--- src/include/ooo_defines.svh ---
// Sizing constants for the out-of-order integer core
// Data width, register count and queue depths

`ifndef OOO_DEFINES_SVH
`define OOO_DEFINES_SVH

// Datapath width in bits
`define OOO_XLEN 32

// Architectural registers x0..x31
`define OOO_NUM_REGS 32

// Reorder buffer entries, a power of two so the tag wraps by itself
`define OOO_ROB_DEPTH 8

// Reservation station slots
`define OOO_RS_SLOTS 4

// Instruction fetch queue entries, also a power of two
`define OOO_IFQ_DEPTH 4

`endif

--- src/ooo_pkg.sv ---
// Shared types of the out-of-order core
// Opcode, ALU operation and ROB state enums, tag and data types

`include "ooo_defines.svh"

package ooo_pkg;

    // RISC-V major opcodes kept by the core
    typedef enum logic [6:0] {
        OP_REG = 7'b0110011,
        OP_IMM = 7'b0010011
    } opcode_e;

    typedef enum logic [2:0] {
        ALU_ADD,
        ALU_SUB,
        ALU_AND,
        ALU_OR,
        ALU_XOR
    } alu_op_e;

    typedef enum logic [1:0] {
        ROB_EMPTY,
        ROB_ISSUED,  // Waiting for its CDB result
        ROB_DONE     // Result present, ready to commit
    } rob_state_e;

    typedef logic [$clog2(`OOO_ROB_DEPTH)-1:0] rob_tag_t;
    typedef logic [$clog2(`OOO_NUM_REGS)-1:0]  reg_idx_t;
    typedef logic [`OOO_XLEN-1:0]              word_t;

endpackage

--- src/fetch_queue.sv ---
// Instruction fetch queue
// Circular FIFO between the instruction source and issue

`include "ooo_defines.svh"

module fetch_queue (
    input  logic           clk,
    input  logic           rst,
    input  logic           wr_en,
    input  ooo_pkg::word_t wr_instr,
    input  logic           rd_en,
    output ooo_pkg::word_t head_instr,
    output logic           empty,
    output logic           full
);

    localparam int DEPTH = `OOO_IFQ_DEPTH;
    localparam int PTR_W = $clog2(DEPTH);

    ooo_pkg::word_t   mem [DEPTH];
    logic [PTR_W-1:0] wr_ptr;
    logic [PTR_W-1:0] rd_ptr;
    logic [PTR_W:0]   count;
    logic             push;
    logic             pop;

    assign push = wr_en && !full;
    assign pop = rd_en && !empty;

    assign head_instr = mem[rd_ptr];  // Head shows the oldest entry
    assign empty = (count == '0);
    assign full = (count == (PTR_W+1)'(DEPTH));

    always_ff @(posedge clk) begin
        if (rst) begin
            wr_ptr <= '0;
            rd_ptr <= '0;
            count <= '0;
        end else begin
            if (push) wr_ptr <= wr_ptr + 1'b1;  // Wraps at depth
            if (pop) rd_ptr <= rd_ptr + 1'b1;
            if (push && !pop) count <= count + 1'b1;
            else if (pop && !push) count <= count - 1'b1;
        end
    end

    always_ff @(posedge clk) begin
        if (push) mem[wr_ptr] <= wr_instr;
    end

    // The source must hold off while the queue is full
    no_write_when_full_a: assert property (@(posedge clk) disable iff (rst) wr_en |-> !full)
        else $error("fetch_queue written while full");

endmodule

--- src/issue_unit.sv ---
// In-order issue stage
// Decodes the queue head and decides whether it issues this cycle

module issue_unit (
    input  ooo_pkg::word_t    head_instr,
    input  logic              empty,
    input  logic              rob_full,
    input  logic              rs_full,
    output logic              issue,
    output ooo_pkg::reg_idx_t rs1,
    output ooo_pkg::reg_idx_t rs2,
    output ooo_pkg::reg_idx_t rd,
    output ooo_pkg::alu_op_e  alu_op,
    output logic              use_imm,
    output ooo_pkg::word_t    imm
);

    ooo_pkg::opcode_e opcode;
    logic [2:0]       funct3;
    logic             funct7_alt;
    logic             legal;

    assign opcode = ooo_pkg::opcode_e'(head_instr[6:0]);
    assign funct3 = head_instr[14:12];
    assign funct7_alt = head_instr[30];  // Selects SUB over ADD

    assign rd = head_instr[11:7];
    assign rs1 = head_instr[19:15];
    assign use_imm = (opcode == ooo_pkg::OP_IMM);
    // No second source for ADDI, x0 keeps it from waiting on a tag
    assign rs2 = use_imm ? '0 : head_instr[24:20];
    assign imm = ooo_pkg::word_t'($signed(head_instr[31:20]));

    assign issue = !empty && !rob_full && !rs_full;

    always_comb begin
        alu_op = ooo_pkg::ALU_ADD;
        legal = 1'b0;
        case (opcode)
            ooo_pkg::OP_REG: begin
                legal = 1'b1;
                case (funct3)
                    3'b000: alu_op = funct7_alt ? ooo_pkg::ALU_SUB : ooo_pkg::ALU_ADD;
                    3'b100: alu_op = ooo_pkg::ALU_XOR;
                    3'b110: alu_op = ooo_pkg::ALU_OR;
                    3'b111: alu_op = ooo_pkg::ALU_AND;
                    default: legal = 1'b0;
                endcase
            end
            ooo_pkg::OP_IMM: legal = (funct3 == 3'b000);  // ADDI only
            default: legal = 1'b0;
        endcase
    end

    // Only OP and ADDI encodings may leave the queue
    legal_issue_a: assert final (!issue || legal)
        else $error("issued unsupported instruction %h", head_instr);

endmodule

--- src/register_status.sv ---
// Architectural register file with the register alias table
// Busy bit and producing ROB tag per register

`include "ooo_defines.svh"

module register_status (
    input  logic              clk,
    input  logic              rst,
    input  ooo_pkg::reg_idx_t rs1,
    input  ooo_pkg::reg_idx_t rs2,
    input  ooo_pkg::reg_idx_t rd,
    input  logic              rename_we,
    input  ooo_pkg::rob_tag_t rename_tag,
    input  logic              commit_valid,
    input  ooo_pkg::reg_idx_t commit_rd,
    input  ooo_pkg::rob_tag_t commit_tag,
    input  ooo_pkg::word_t    commit_value,
    output ooo_pkg::word_t    rs1_value,
    output ooo_pkg::word_t    rs2_value,
    output logic              rs1_busy,
    output logic              rs2_busy,
    output ooo_pkg::rob_tag_t rs1_tag,
    output ooo_pkg::rob_tag_t rs2_tag
);

    localparam int NREGS = `OOO_NUM_REGS;

    ooo_pkg::word_t    regs [NREGS];
    logic              busy [NREGS];
    ooo_pkg::rob_tag_t tags [NREGS];

    assign rs1_value = regs[rs1];
    assign rs2_value = regs[rs2];
    assign rs1_busy = busy[rs1] && (rs1 != '0);  // x0 is never renamed
    assign rs2_busy = busy[rs2] && (rs2 != '0);
    assign rs1_tag = tags[rs1];
    assign rs2_tag = tags[rs2];

    always_ff @(posedge clk) begin
        if (rst) begin
            for (int i = 0; i < NREGS; i++) begin
                regs[i] <= '0;
                busy[i] <= 1'b0;
            end
        end else begin
            if (commit_valid && commit_rd != '0) begin
                regs[commit_rd] <= commit_value;
                // Only the newest producer may release the mapping
                if (tags[commit_rd] == commit_tag) busy[commit_rd] <= 1'b0;
            end
            if (rename_we && rd != '0) busy[rd] <= 1'b1;  // Rename wins over a same-cycle clear
        end
    end

    always_ff @(posedge clk) begin
        if (rename_we && rd != '0) tags[rd] <= rename_tag;
    end

endmodule

--- src/reservation_station.sv ---
// Reservation station for the ALU
// Operand wakeup from the CDB and lowest-slot-first dispatch

`include "ooo_defines.svh"

module reservation_station (
    input  logic              clk,
    input  logic              rst,
    input  logic              write_en,
    input  ooo_pkg::alu_op_e  in_op,
    input  logic              in_use_imm,
    input  ooo_pkg::word_t    in_imm,
    input  ooo_pkg::word_t    in_vj,
    input  ooo_pkg::word_t    in_vk,
    input  logic              in_qj_wait,
    input  logic              in_qk_wait,
    input  ooo_pkg::rob_tag_t in_qj,
    input  ooo_pkg::rob_tag_t in_qk,
    input  ooo_pkg::rob_tag_t in_dest,
    input  logic              cdb_valid,
    input  ooo_pkg::rob_tag_t cdb_tag,
    input  ooo_pkg::word_t    cdb_value,
    output logic              full,
    output logic              dispatch_valid,
    output ooo_pkg::alu_op_e  dispatch_op,
    output ooo_pkg::word_t    dispatch_a,
    output ooo_pkg::word_t    dispatch_b,
    output ooo_pkg::rob_tag_t dispatch_dest
);

    localparam int SLOTS = `OOO_RS_SLOTS;
    localparam int IDX_W = $clog2(SLOTS);

    logic [SLOTS-1:0]  busy;
    logic [SLOTS-1:0]  ready;
    ooo_pkg::alu_op_e  op [SLOTS];
    logic              use_imm [SLOTS];
    ooo_pkg::word_t    imm [SLOTS];
    ooo_pkg::word_t    vj [SLOTS];
    ooo_pkg::word_t    vk [SLOTS];
    logic              qj_wait [SLOTS];
    logic              qk_wait [SLOTS];
    ooo_pkg::rob_tag_t qj [SLOTS];
    ooo_pkg::rob_tag_t qk [SLOTS];
    ooo_pkg::rob_tag_t dest [SLOTS];
    logic [IDX_W-1:0]  free_idx;
    logic [IDX_W-1:0]  sel_idx;

    // Downward scans so the lowest index is kept
    always_comb begin
        free_idx = '0;
        sel_idx = '0;
        for (int i = SLOTS - 1; i >= 0; i--) begin
            ready[i] = busy[i] && !qj_wait[i] && !qk_wait[i];
            if (!busy[i]) free_idx = IDX_W'(i);
            if (ready[i]) sel_idx = IDX_W'(i);
        end
    end

    assign full = &busy;
    assign dispatch_valid = |ready;
    assign dispatch_op = op[sel_idx];
    assign dispatch_a = vj[sel_idx];
    assign dispatch_b = use_imm[sel_idx] ? imm[sel_idx] : vk[sel_idx];
    assign dispatch_dest = dest[sel_idx];

    always_ff @(posedge clk) begin
        if (rst) begin
            busy <= '0;
        end else begin
            if (dispatch_valid) busy[sel_idx] <= 1'b0;  // Freed as it leaves
            if (write_en) busy[free_idx] <= 1'b1;
        end
    end

    always_ff @(posedge clk) begin
        for (int i = 0; i < SLOTS; i++) begin
            if (cdb_valid && qj_wait[i] && qj[i] == cdb_tag) begin
                vj[i] <= cdb_value;
                qj_wait[i] <= 1'b0;
            end
            if (cdb_valid && qk_wait[i] && qk[i] == cdb_tag) begin
                vk[i] <= cdb_value;
                qk_wait[i] <= 1'b0;
            end
        end
        if (write_en) begin
            op[free_idx] <= in_op;
            use_imm[free_idx] <= in_use_imm;
            imm[free_idx] <= in_imm;
            vj[free_idx] <= in_vj;
            vk[free_idx] <= in_vk;
            qj_wait[free_idx] <= in_qj_wait;
            qk_wait[free_idx] <= in_qk_wait;
            qj[free_idx] <= in_qj;
            qk[free_idx] <= in_qk;
            dest[free_idx] <= in_dest;
        end
    end

    no_write_when_full_a: assert property (@(posedge clk) disable iff (rst) write_en |-> !full)
        else $error("reservation station written while full");

endmodule

--- src/alu_unit.sv ---
// Two-stage ALU: execute register, then CDB broadcast register

module alu_unit (
    input  logic              clk,
    input  logic              rst,
    input  logic              dispatch_valid,
    input  ooo_pkg::alu_op_e  dispatch_op,
    input  ooo_pkg::word_t    dispatch_a,
    input  ooo_pkg::word_t    dispatch_b,
    input  ooo_pkg::rob_tag_t dispatch_dest,
    output logic              cdb_valid,
    output ooo_pkg::rob_tag_t cdb_tag,
    output ooo_pkg::word_t    cdb_value
);

    logic              ex_valid;
    ooo_pkg::alu_op_e  ex_op;
    ooo_pkg::word_t    ex_a;
    ooo_pkg::word_t    ex_b;
    ooo_pkg::rob_tag_t ex_dest;
    ooo_pkg::word_t    result;

    always_comb begin
        case (ex_op)
            ooo_pkg::ALU_SUB: result = ex_a - ex_b;
            ooo_pkg::ALU_AND: result = ex_a & ex_b;
            ooo_pkg::ALU_OR:  result = ex_a | ex_b;
            ooo_pkg::ALU_XOR: result = ex_a ^ ex_b;
            default:          result = ex_a + ex_b;  // ADD and ADDI
        endcase
    end

    always_ff @(posedge clk) begin
        if (rst) begin
            ex_valid <= 1'b0;
            cdb_valid <= 1'b0;
        end else begin
            ex_valid <= dispatch_valid;
            cdb_valid <= ex_valid;
        end
    end

    // Payload pipeline
    always_ff @(posedge clk) begin
        ex_op <= dispatch_op;
        ex_a <= dispatch_a;
        ex_b <= dispatch_b;
        ex_dest <= dispatch_dest;
        cdb_tag <= ex_dest;
        cdb_value <= result;
    end

endmodule

--- src/reorder_buffer.sv ---
// Reorder buffer
// In-order allocation and commit, CDB completion and operand read ports

`include "ooo_defines.svh"

module reorder_buffer (
    input  logic              clk,
    input  logic              rst,
    input  logic              alloc,
    input  ooo_pkg::reg_idx_t alloc_rd,
    input  logic              cdb_valid,
    input  ooo_pkg::rob_tag_t cdb_tag,
    input  ooo_pkg::word_t    cdb_value,
    input  ooo_pkg::rob_tag_t read_tag1,
    input  ooo_pkg::rob_tag_t read_tag2,
    output ooo_pkg::rob_tag_t tail,
    output logic              full,
    output logic              read_done1,
    output logic              read_done2,
    output ooo_pkg::word_t    read_value1,
    output ooo_pkg::word_t    read_value2,
    output logic              commit_valid,
    output ooo_pkg::reg_idx_t commit_rd,
    output ooo_pkg::rob_tag_t commit_tag,
    output ooo_pkg::word_t    commit_value
);

    localparam int DEPTH = `OOO_ROB_DEPTH;
    localparam int CNT_W = $clog2(DEPTH) + 1;

    ooo_pkg::rob_state_e state [DEPTH];
    ooo_pkg::reg_idx_t   dest_rd [DEPTH];
    ooo_pkg::word_t      value [DEPTH];
    ooo_pkg::rob_tag_t   head;
    logic [CNT_W-1:0]    count;

    assign full = (count == CNT_W'(DEPTH));

    assign read_done1 = (state[read_tag1] == ooo_pkg::ROB_DONE);
    assign read_done2 = (state[read_tag2] == ooo_pkg::ROB_DONE);
    assign read_value1 = value[read_tag1];
    assign read_value2 = value[read_tag2];

    assign commit_valid = (state[head] == ooo_pkg::ROB_DONE);  // Head retires once done
    assign commit_rd = dest_rd[head];
    assign commit_tag = head;
    assign commit_value = value[head];

    always_ff @(posedge clk) begin
        if (rst) begin
            for (int i = 0; i < DEPTH; i++) state[i] <= ooo_pkg::ROB_EMPTY;
            head <= '0;
            tail <= '0;
            count <= '0;
        end else begin
            if (alloc) begin
                state[tail] <= ooo_pkg::ROB_ISSUED;
                tail <= tail + 1'b1;
            end
            if (cdb_valid) state[cdb_tag] <= ooo_pkg::ROB_DONE;
            if (commit_valid) begin
                state[head] <= ooo_pkg::ROB_EMPTY;
                head <= head + 1'b1;
            end
            if (alloc && !commit_valid) count <= count + 1'b1;
            else if (commit_valid && !alloc) count <= count - 1'b1;
        end
    end

    always_ff @(posedge clk) begin
        if (alloc) dest_rd[tail] <= alloc_rd;
        if (cdb_valid) value[cdb_tag] <= cdb_value;
    end

    // Each broadcast tag must name an entry still waiting for its result
    cdb_hits_issued_a: assert property (@(posedge clk) disable iff (rst)
        cdb_valid |-> state[cdb_tag] == ooo_pkg::ROB_ISSUED)
        else $error("CDB completed ROB entry %0d in state %s", cdb_tag, state[cdb_tag].name());

endmodule

--- src/ooo_core.sv ---
// Tomasulo integer core top level
// Unit wiring and issue-time operand selection

module ooo_core (
    input  logic              clk,
    input  logic              rst,
    input  logic              instr_valid,
    input  ooo_pkg::word_t    instr,
    output logic              ifq_full,
    output logic              commit_valid,
    output ooo_pkg::reg_idx_t commit_rd,
    output ooo_pkg::word_t    commit_value
);

    ooo_pkg::word_t    head_instr, imm, rs1_value, rs2_value;
    ooo_pkg::word_t    rob_value1, rob_value2, vj, vk;
    ooo_pkg::word_t    cdb_value, dispatch_a, dispatch_b;
    ooo_pkg::reg_idx_t rs1, rs2, rd;
    ooo_pkg::rob_tag_t rs1_tag, rs2_tag, rob_tail, commit_tag, cdb_tag, dispatch_dest;
    ooo_pkg::alu_op_e  alu_op, dispatch_op;
    logic              ifq_empty, issue, use_imm, rob_full, rs_full;
    logic              rs1_busy, rs2_busy, rob_done1, rob_done2, qj_wait, qk_wait;
    logic              cdb_valid, dispatch_valid;

    // Register file, done ROB entry, or the result on the CDB this cycle
    function automatic ooo_pkg::word_t pick_operand(input logic busy, input logic done,
            input ooo_pkg::word_t reg_val, input ooo_pkg::word_t rob_val,
            input ooo_pkg::word_t bus_val);
        if (!busy) return reg_val;
        if (done) return rob_val;
        return bus_val;  // Also harmless when the slot ends up waiting
    endfunction

    assign vj = pick_operand(rs1_busy, rob_done1, rs1_value, rob_value1, cdb_value);
    assign vk = pick_operand(rs2_busy, rob_done2, rs2_value, rob_value2, cdb_value);
    assign qj_wait = rs1_busy && !rob_done1 && !(cdb_valid && cdb_tag == rs1_tag);
    assign qk_wait = rs2_busy && !rob_done2 && !(cdb_valid && cdb_tag == rs2_tag);

    fetch_queue fetch_queue_inst (.clk, .rst, .wr_en(instr_valid), .wr_instr(instr),
        .rd_en(issue), .head_instr, .empty(ifq_empty), .full(ifq_full));

    issue_unit issue_unit_inst (.head_instr, .empty(ifq_empty), .rob_full, .rs_full,
        .issue, .rs1, .rs2, .rd, .alu_op, .use_imm, .imm);

    register_status register_status_inst (.clk, .rst, .rs1, .rs2, .rd, .rename_we(issue),
        .rename_tag(rob_tail), .commit_valid, .commit_rd, .commit_tag, .commit_value,
        .rs1_value, .rs2_value, .rs1_busy, .rs2_busy, .rs1_tag, .rs2_tag);

    reservation_station reservation_station_inst (.clk, .rst, .write_en(issue),
        .in_op(alu_op), .in_use_imm(use_imm), .in_imm(imm), .in_vj(vj), .in_vk(vk),
        .in_qj_wait(qj_wait), .in_qk_wait(qk_wait), .in_qj(rs1_tag), .in_qk(rs2_tag),
        .in_dest(rob_tail), .cdb_valid, .cdb_tag, .cdb_value, .full(rs_full),
        .dispatch_valid, .dispatch_op, .dispatch_a, .dispatch_b, .dispatch_dest);

    alu_unit alu_unit_inst (.clk, .rst, .dispatch_valid, .dispatch_op, .dispatch_a,
        .dispatch_b, .dispatch_dest, .cdb_valid, .cdb_tag, .cdb_value);

    reorder_buffer reorder_buffer_inst (.clk, .rst, .alloc(issue), .alloc_rd(rd),
        .cdb_valid, .cdb_tag, .cdb_value, .read_tag1(rs1_tag), .read_tag2(rs2_tag),
        .tail(rob_tail), .full(rob_full), .read_done1(rob_done1), .read_done2(rob_done2),
        .read_value1(rob_value1), .read_value2(rob_value2), .commit_valid, .commit_rd,
        .commit_tag, .commit_value);

endmodule

--- config.mk ---
export PLATFORM = sky130hd
export DESIGN_NAME = ooo_core
export DESIGN_NICKNAME = d
export VERILOG_FILES = /design/src/ooo_pkg.sv /design/src/fetch_queue.sv /design/src/issue_unit.sv /design/src/register_status.sv /design/src/reservation_station.sv /design/src/alu_unit.sv /design/src/reorder_buffer.sv /design/src/ooo_core.sv
export VERILOG_INCLUDE_DIRS = /design/src /design/src/include
export SDC_FILE = /design/constraint.sdc
export NUM_CORES = 2
export LEC_CHECK = 0
export BUFFER_PORTS_ARGS = -buffer_cell sky130_fd_sc_hd__buf_2
export CORE_ASPECT_RATIO = 2
export CORE_MARGIN = 1
export CORE_UTILIZATION = 40
export CTS_CLUSTER_DIAMETER = 150
export DETAILED_ROUTE_END_ITERATION = 12
export GPL_TIMING_DRIVEN = 0
export PLACE_DENSITY = 0.6
export SLEW_MARGIN = 20
export SYNTH_ARGS = -nofsm -noshare
export SYNTH_HDL_FRONTEND = slang
export SYNTH_SLANG_ARGS = --single-unit
--- constraint.sdc ---
create_clock -name clk -period 6.6 [get_ports clk]
set_clock_uncertainty 0.2 [all_clocks]
set_input_delay 0.66 -clock clk [delete_from_list [all_inputs] [get_ports clk]]
set_output_delay 0.66 -clock clk [all_outputs]
set_load 0.03 [all_outputs]
==> impl_metrics.csv <==
group,metric,value,unit
setup_path,start_kind,"register",
synthesis,synth.distinct_cells,92,
detailed_routing,drc,0,
sta,hold_viol_final,0,
pwr,ir_drop,0.279,mV
synthesis,syn_avg_cell_area,11.9,µm²
setup_path,cp_max_fo,10,
clocking,clock-sinks,2088,
sta,fin_ws,-165,ps
synthesis,async_reset_ff_share,0,%
synthesis,ys.flop_type,"edfxtp_1",
die,fp.dieW,366,µm
setup_path,crit_chain,"buf_2, mux2_2, mux2i_1, clkbuf_1, clkbuf_2, buf_2, clkbuf_2, clkbuf_2, nand3_1, a211oi_1, nor3_1, o21ai_1, nor2_1, a221o_1",
die,io_pins,74,
setup_path,crit_required,7030,ps
layout,drive_gt1_share,14.4,%
clocking,cts.clk_slew.worst_paths,70,ps
grt,grt_pass1_wl,716000,µm
placed_design,portBuffers,73,
detailed_routing,wire_per_inst,41.3,µm
pwr,powerDensity,548,mW/mm²
grt,grt_antenna_before_repair,43,
layout,fillCellCount,24500,
placed_design,place_congestion,1.08,
setup_path,critical_path_class,"reg2reg",
setup_path,cp_common_cell,"clkbuf_2",
die,core_area,0.264,mm²
layout,fin_nets,9466,
clocking,cts_buffer_depth,4,
detailed_routing,via_per_inst,6.74,
detailed_routing,drt-pass1-iter-count,10,
placed_design,dpl_worst_slack,-944,ps
synthesis,yosysWarnings,0,
layout,syn2layout_area_growth,13.4,%
setup_path,slowest_delay,710,ps
sta,rsz0062_at_grt,"false",
worst_hold_path,holdCritPathClass,"reg2reg",
sta,fin_crit,6770,ps
setup_path,crit_family,"buffers and inverters",
clocking,h-tree-depth,4,
grt,grt_pass1_vias,87500,
sta,period_share,103,%
detailed_routing,vias,87600,
grt,grt_max_degree,35,
synthesis,synth_edf_count,1908,
grt,grt_overflow,0,
detailed_routing,drtIter0Drc,11900,
clocking,insertion_delay,940,ps
die,die_area,0.267,mm²
die,num_rows,267,
sta,timing.fmax,148,MHz
pwr,leakage,43.6,nW
setup_path,critPathBufInv,6,
placed_design,dpl.cell_count,12600,
setup_path,reg2reg_slack,-170,ps
status,status,"complete, but fails checks",
setup_path,slowest_stage,"o21ai_1",
die,initial_core_util,40.2,%
sta,tightest_slew,1390,ps
setup_path,cp.arrival,7190,ps
synthesis,synth_top_area_share,54.0,%
run,drv_cap,0,
setup_path,endpoint,"reservation_station_inst.vk[1][22]",
detailed_routing,ant_nets,0,
layout,stdcell_count,13000,
clocking,root_buffer,"clkbuf_16",
clocking,cts_buffers,199,
placed_design,hpwl,406000,µm
sta,whs,132,ps
synthesis,synth_cells,8891,
setup_path,rr_worst_depth,14,
setup_path,path_depth,14,
sta,slew_headroom,7.12,%
sta,slew_violations,0,
setup_path,rr_endpoint,"reservation_station_inst.vk[1][22]",
grt,grt_usage,39.4,%
synthesis,synthTopCellsByArea,"edfxtp_1 (54%), mux4_2 (8.1%), mux2i_1 (5.2%)",
detailed_routing,drt_wl_total,537000,µm
setup_path,end_kind,"register",
sta,finalSetupViolCount,140,
synthesis,syn_area,0.106,mm²
synthesis,yosysSeqAreaShare,57.4,%
status,violations,"negative setup slack",
die,die-height,730,µm
synthesis,synth_top_cell_by_area,"edfxtp_1",
synthesis,ys_seq_elements,2088,
clocking,cts_tree,"done",
## synth_stat cells (all sizes together) (15+ instances only)
| library cell | number |
|---|---|
| edfxtp | 1908 |
| nor2 | 1314 |
| nand2 | 1112 |
| mux2i | 547 |
| clkbuf | 539 |
| mux4 | 381 |
| nand3 | 313 |
| buf | 272 |
| o21ai | 257 |
| a21oi | 215 |
| dfxtp | 180 |
| inv | 176 |
| a32o | 146 |
| a22oi | 136 |
| a221o | 134 |
| ha | 106 |
| and3 | 98 |
| a211oi | 93 |
| a31oi | 83 |
| xnor2 | 64 |
| nor3 | 63 |
| a222oi | 62 |
| mux2 | 60 |
| o22ai | 57 |
| a221oi | 55 |
| a311oi | 55 |
| nand2b | 54 |
| o221ai | 53 |
| nor2b | 50 |
| xor2 | 38 |
| a311o | 33 |
| a22o | 26 |
| a21boi | 24 |
| a21o | 20 |
| o31ai | 18 |
| and2 | 17 |
| or2 | 15 |
## power breakdown
group / internal [W] / total [W] / switching [W]
combinational: 0.0103 / 0.0360 / 0.0257
clock: 0.00649 / 0.0120 / 0.00551
sequential: 0.0168 / 0.0179 / 0.00118
total: 0.0335 / 0.0659 / 0.0324
## flip-flops by register name (all words and copies together) (netlist names), 40 cells and up, named ones only
name and count:
register_status_inst.regs 1024, reservation_station_inst.vj 128, reorder_buffer_inst.value 256, reorder_buffer_inst.dest_rd 40, reservation_station_inst.imm 48, fetch_queue_inst.mem 128, register_status_inst.tags 96, reservation_station_inst.vk 128
## layout by cell type, fill, tap and decap left out, types with 36 or more instances in the layout
cell type	n
a222oi_1	62
nor3_1	54
clkbuf_1	453
nand3_1	311
buf_2	228
a311oi_1	49
nor2b_1	49
inv_1	167
and3_1	98
a221o_1	134
a211oi_1	93
mux4_2	381
o22ai_1	57
a21oi_1	210
nand2_1	1106
a22oi_1	136
a31oi_1	83
xor2_1	38
o21ai_0	221
ha_1	106
edfxtp_1	1908
a221oi_1	55
clkbuf_16	202
mux2i_1	523
dfxtp_1	177
clkbuf_2	113
nor2_1	1309
buf_6	36
mux2_2	60
buf_1	79
xnor2_1	64
a32o_1	146
o221ai_1	52
## metal layers
metal | track usage [%] | part of all wire, %
met5 | 0 | 0.044
met4 | 46.0 | 14
met3 | 9.57 | 8.7
met2 | 67.1 | 48
met1 | 36.0 | 29
## timing repair
action                                  in CTS  in global routing
endpoints found under the setup margin     225                458
hold endpoints to repair                   128                  0
hold buffers                                32                  0
cloned                                       0                  1
buffers inserted                             1                  0
gates resized for setup                     37                 59
## logic make-up after synthesis
| logic type | Yosys count | synth area share, % |
|---|---|---|
| and+or+nand+nor | 3094 | 12.2 |
| xor gates and xnor gates | 102 | 0.842 |
| AOI/OAI and AO/OA | 1517 | 10.7 |
| adders and majority gates | 109 | 1.31 |
| muxes | 988 | 13.9 |
| other | 1 | 0.00353 |
| DFF | 2088 | 57.4 |
| buffers and inverters | 992 | 3.73 |
## layout make-up
type / instances / area, µm² / share of cell area [%]
Antenna cell: 31 / 77.6 / 0.0645
Tap cell: 3497 / 4380 / 3.64
Inverter: 181 / 694 / 0.577
Timing Repair Buffer: 199 / 2280 / 1.89
Clock inverter: 125 / 1280 / 1.06
Sequential cell: 2088 / 60900 / 50.6
Clock buffer: 231 / 5170 / 4.30
Buffer: 807 / 3540 / 2.94
Multi-Input combinational cell: 5846 / 42000 / 34.9
## worst min-delay path by stage
stage | to | cells past startpoint | start
after floorplan | alu_unit_inst.cdb_tag[0] | 0 | alu_unit_inst.ex_dest[0]
after global placement | alu_unit_inst.cdb_tag[0] | 0 | alu_unit_inst.ex_dest[0]
after detailed placement | alu_unit_inst.cdb_tag[0] | 0 | alu_unit_inst.ex_dest[0]
after CTS | alu_unit_inst.cdb_tag[0] | 0 | alu_unit_inst.ex_dest[0]
after global routing | alu_unit_inst.cdb_tag[0] | 0 | alu_unit_inst.ex_dest[0]
final | alu_unit_inst.cdb_tag[0] | 0 | alu_unit_inst.ex_dest[0]
## through the flow
step	utilization (%)	cell area, µm²	total power, W	setup TNS, ps
4_1_cts	45.5	120000	0.0639	0
3_3_place_gp	42.1	111000	0.0514	-1721770
5_1_grt	45.6	120000	0.0666	0
3_5_place_dp	42.9	113000	0.0520	-60900
2_1_floorplan	-	106000	0.0361	0
6_report	45.6	120000	0.0659	-7660
Note: power is estimated with default switching activity, not from simulation.
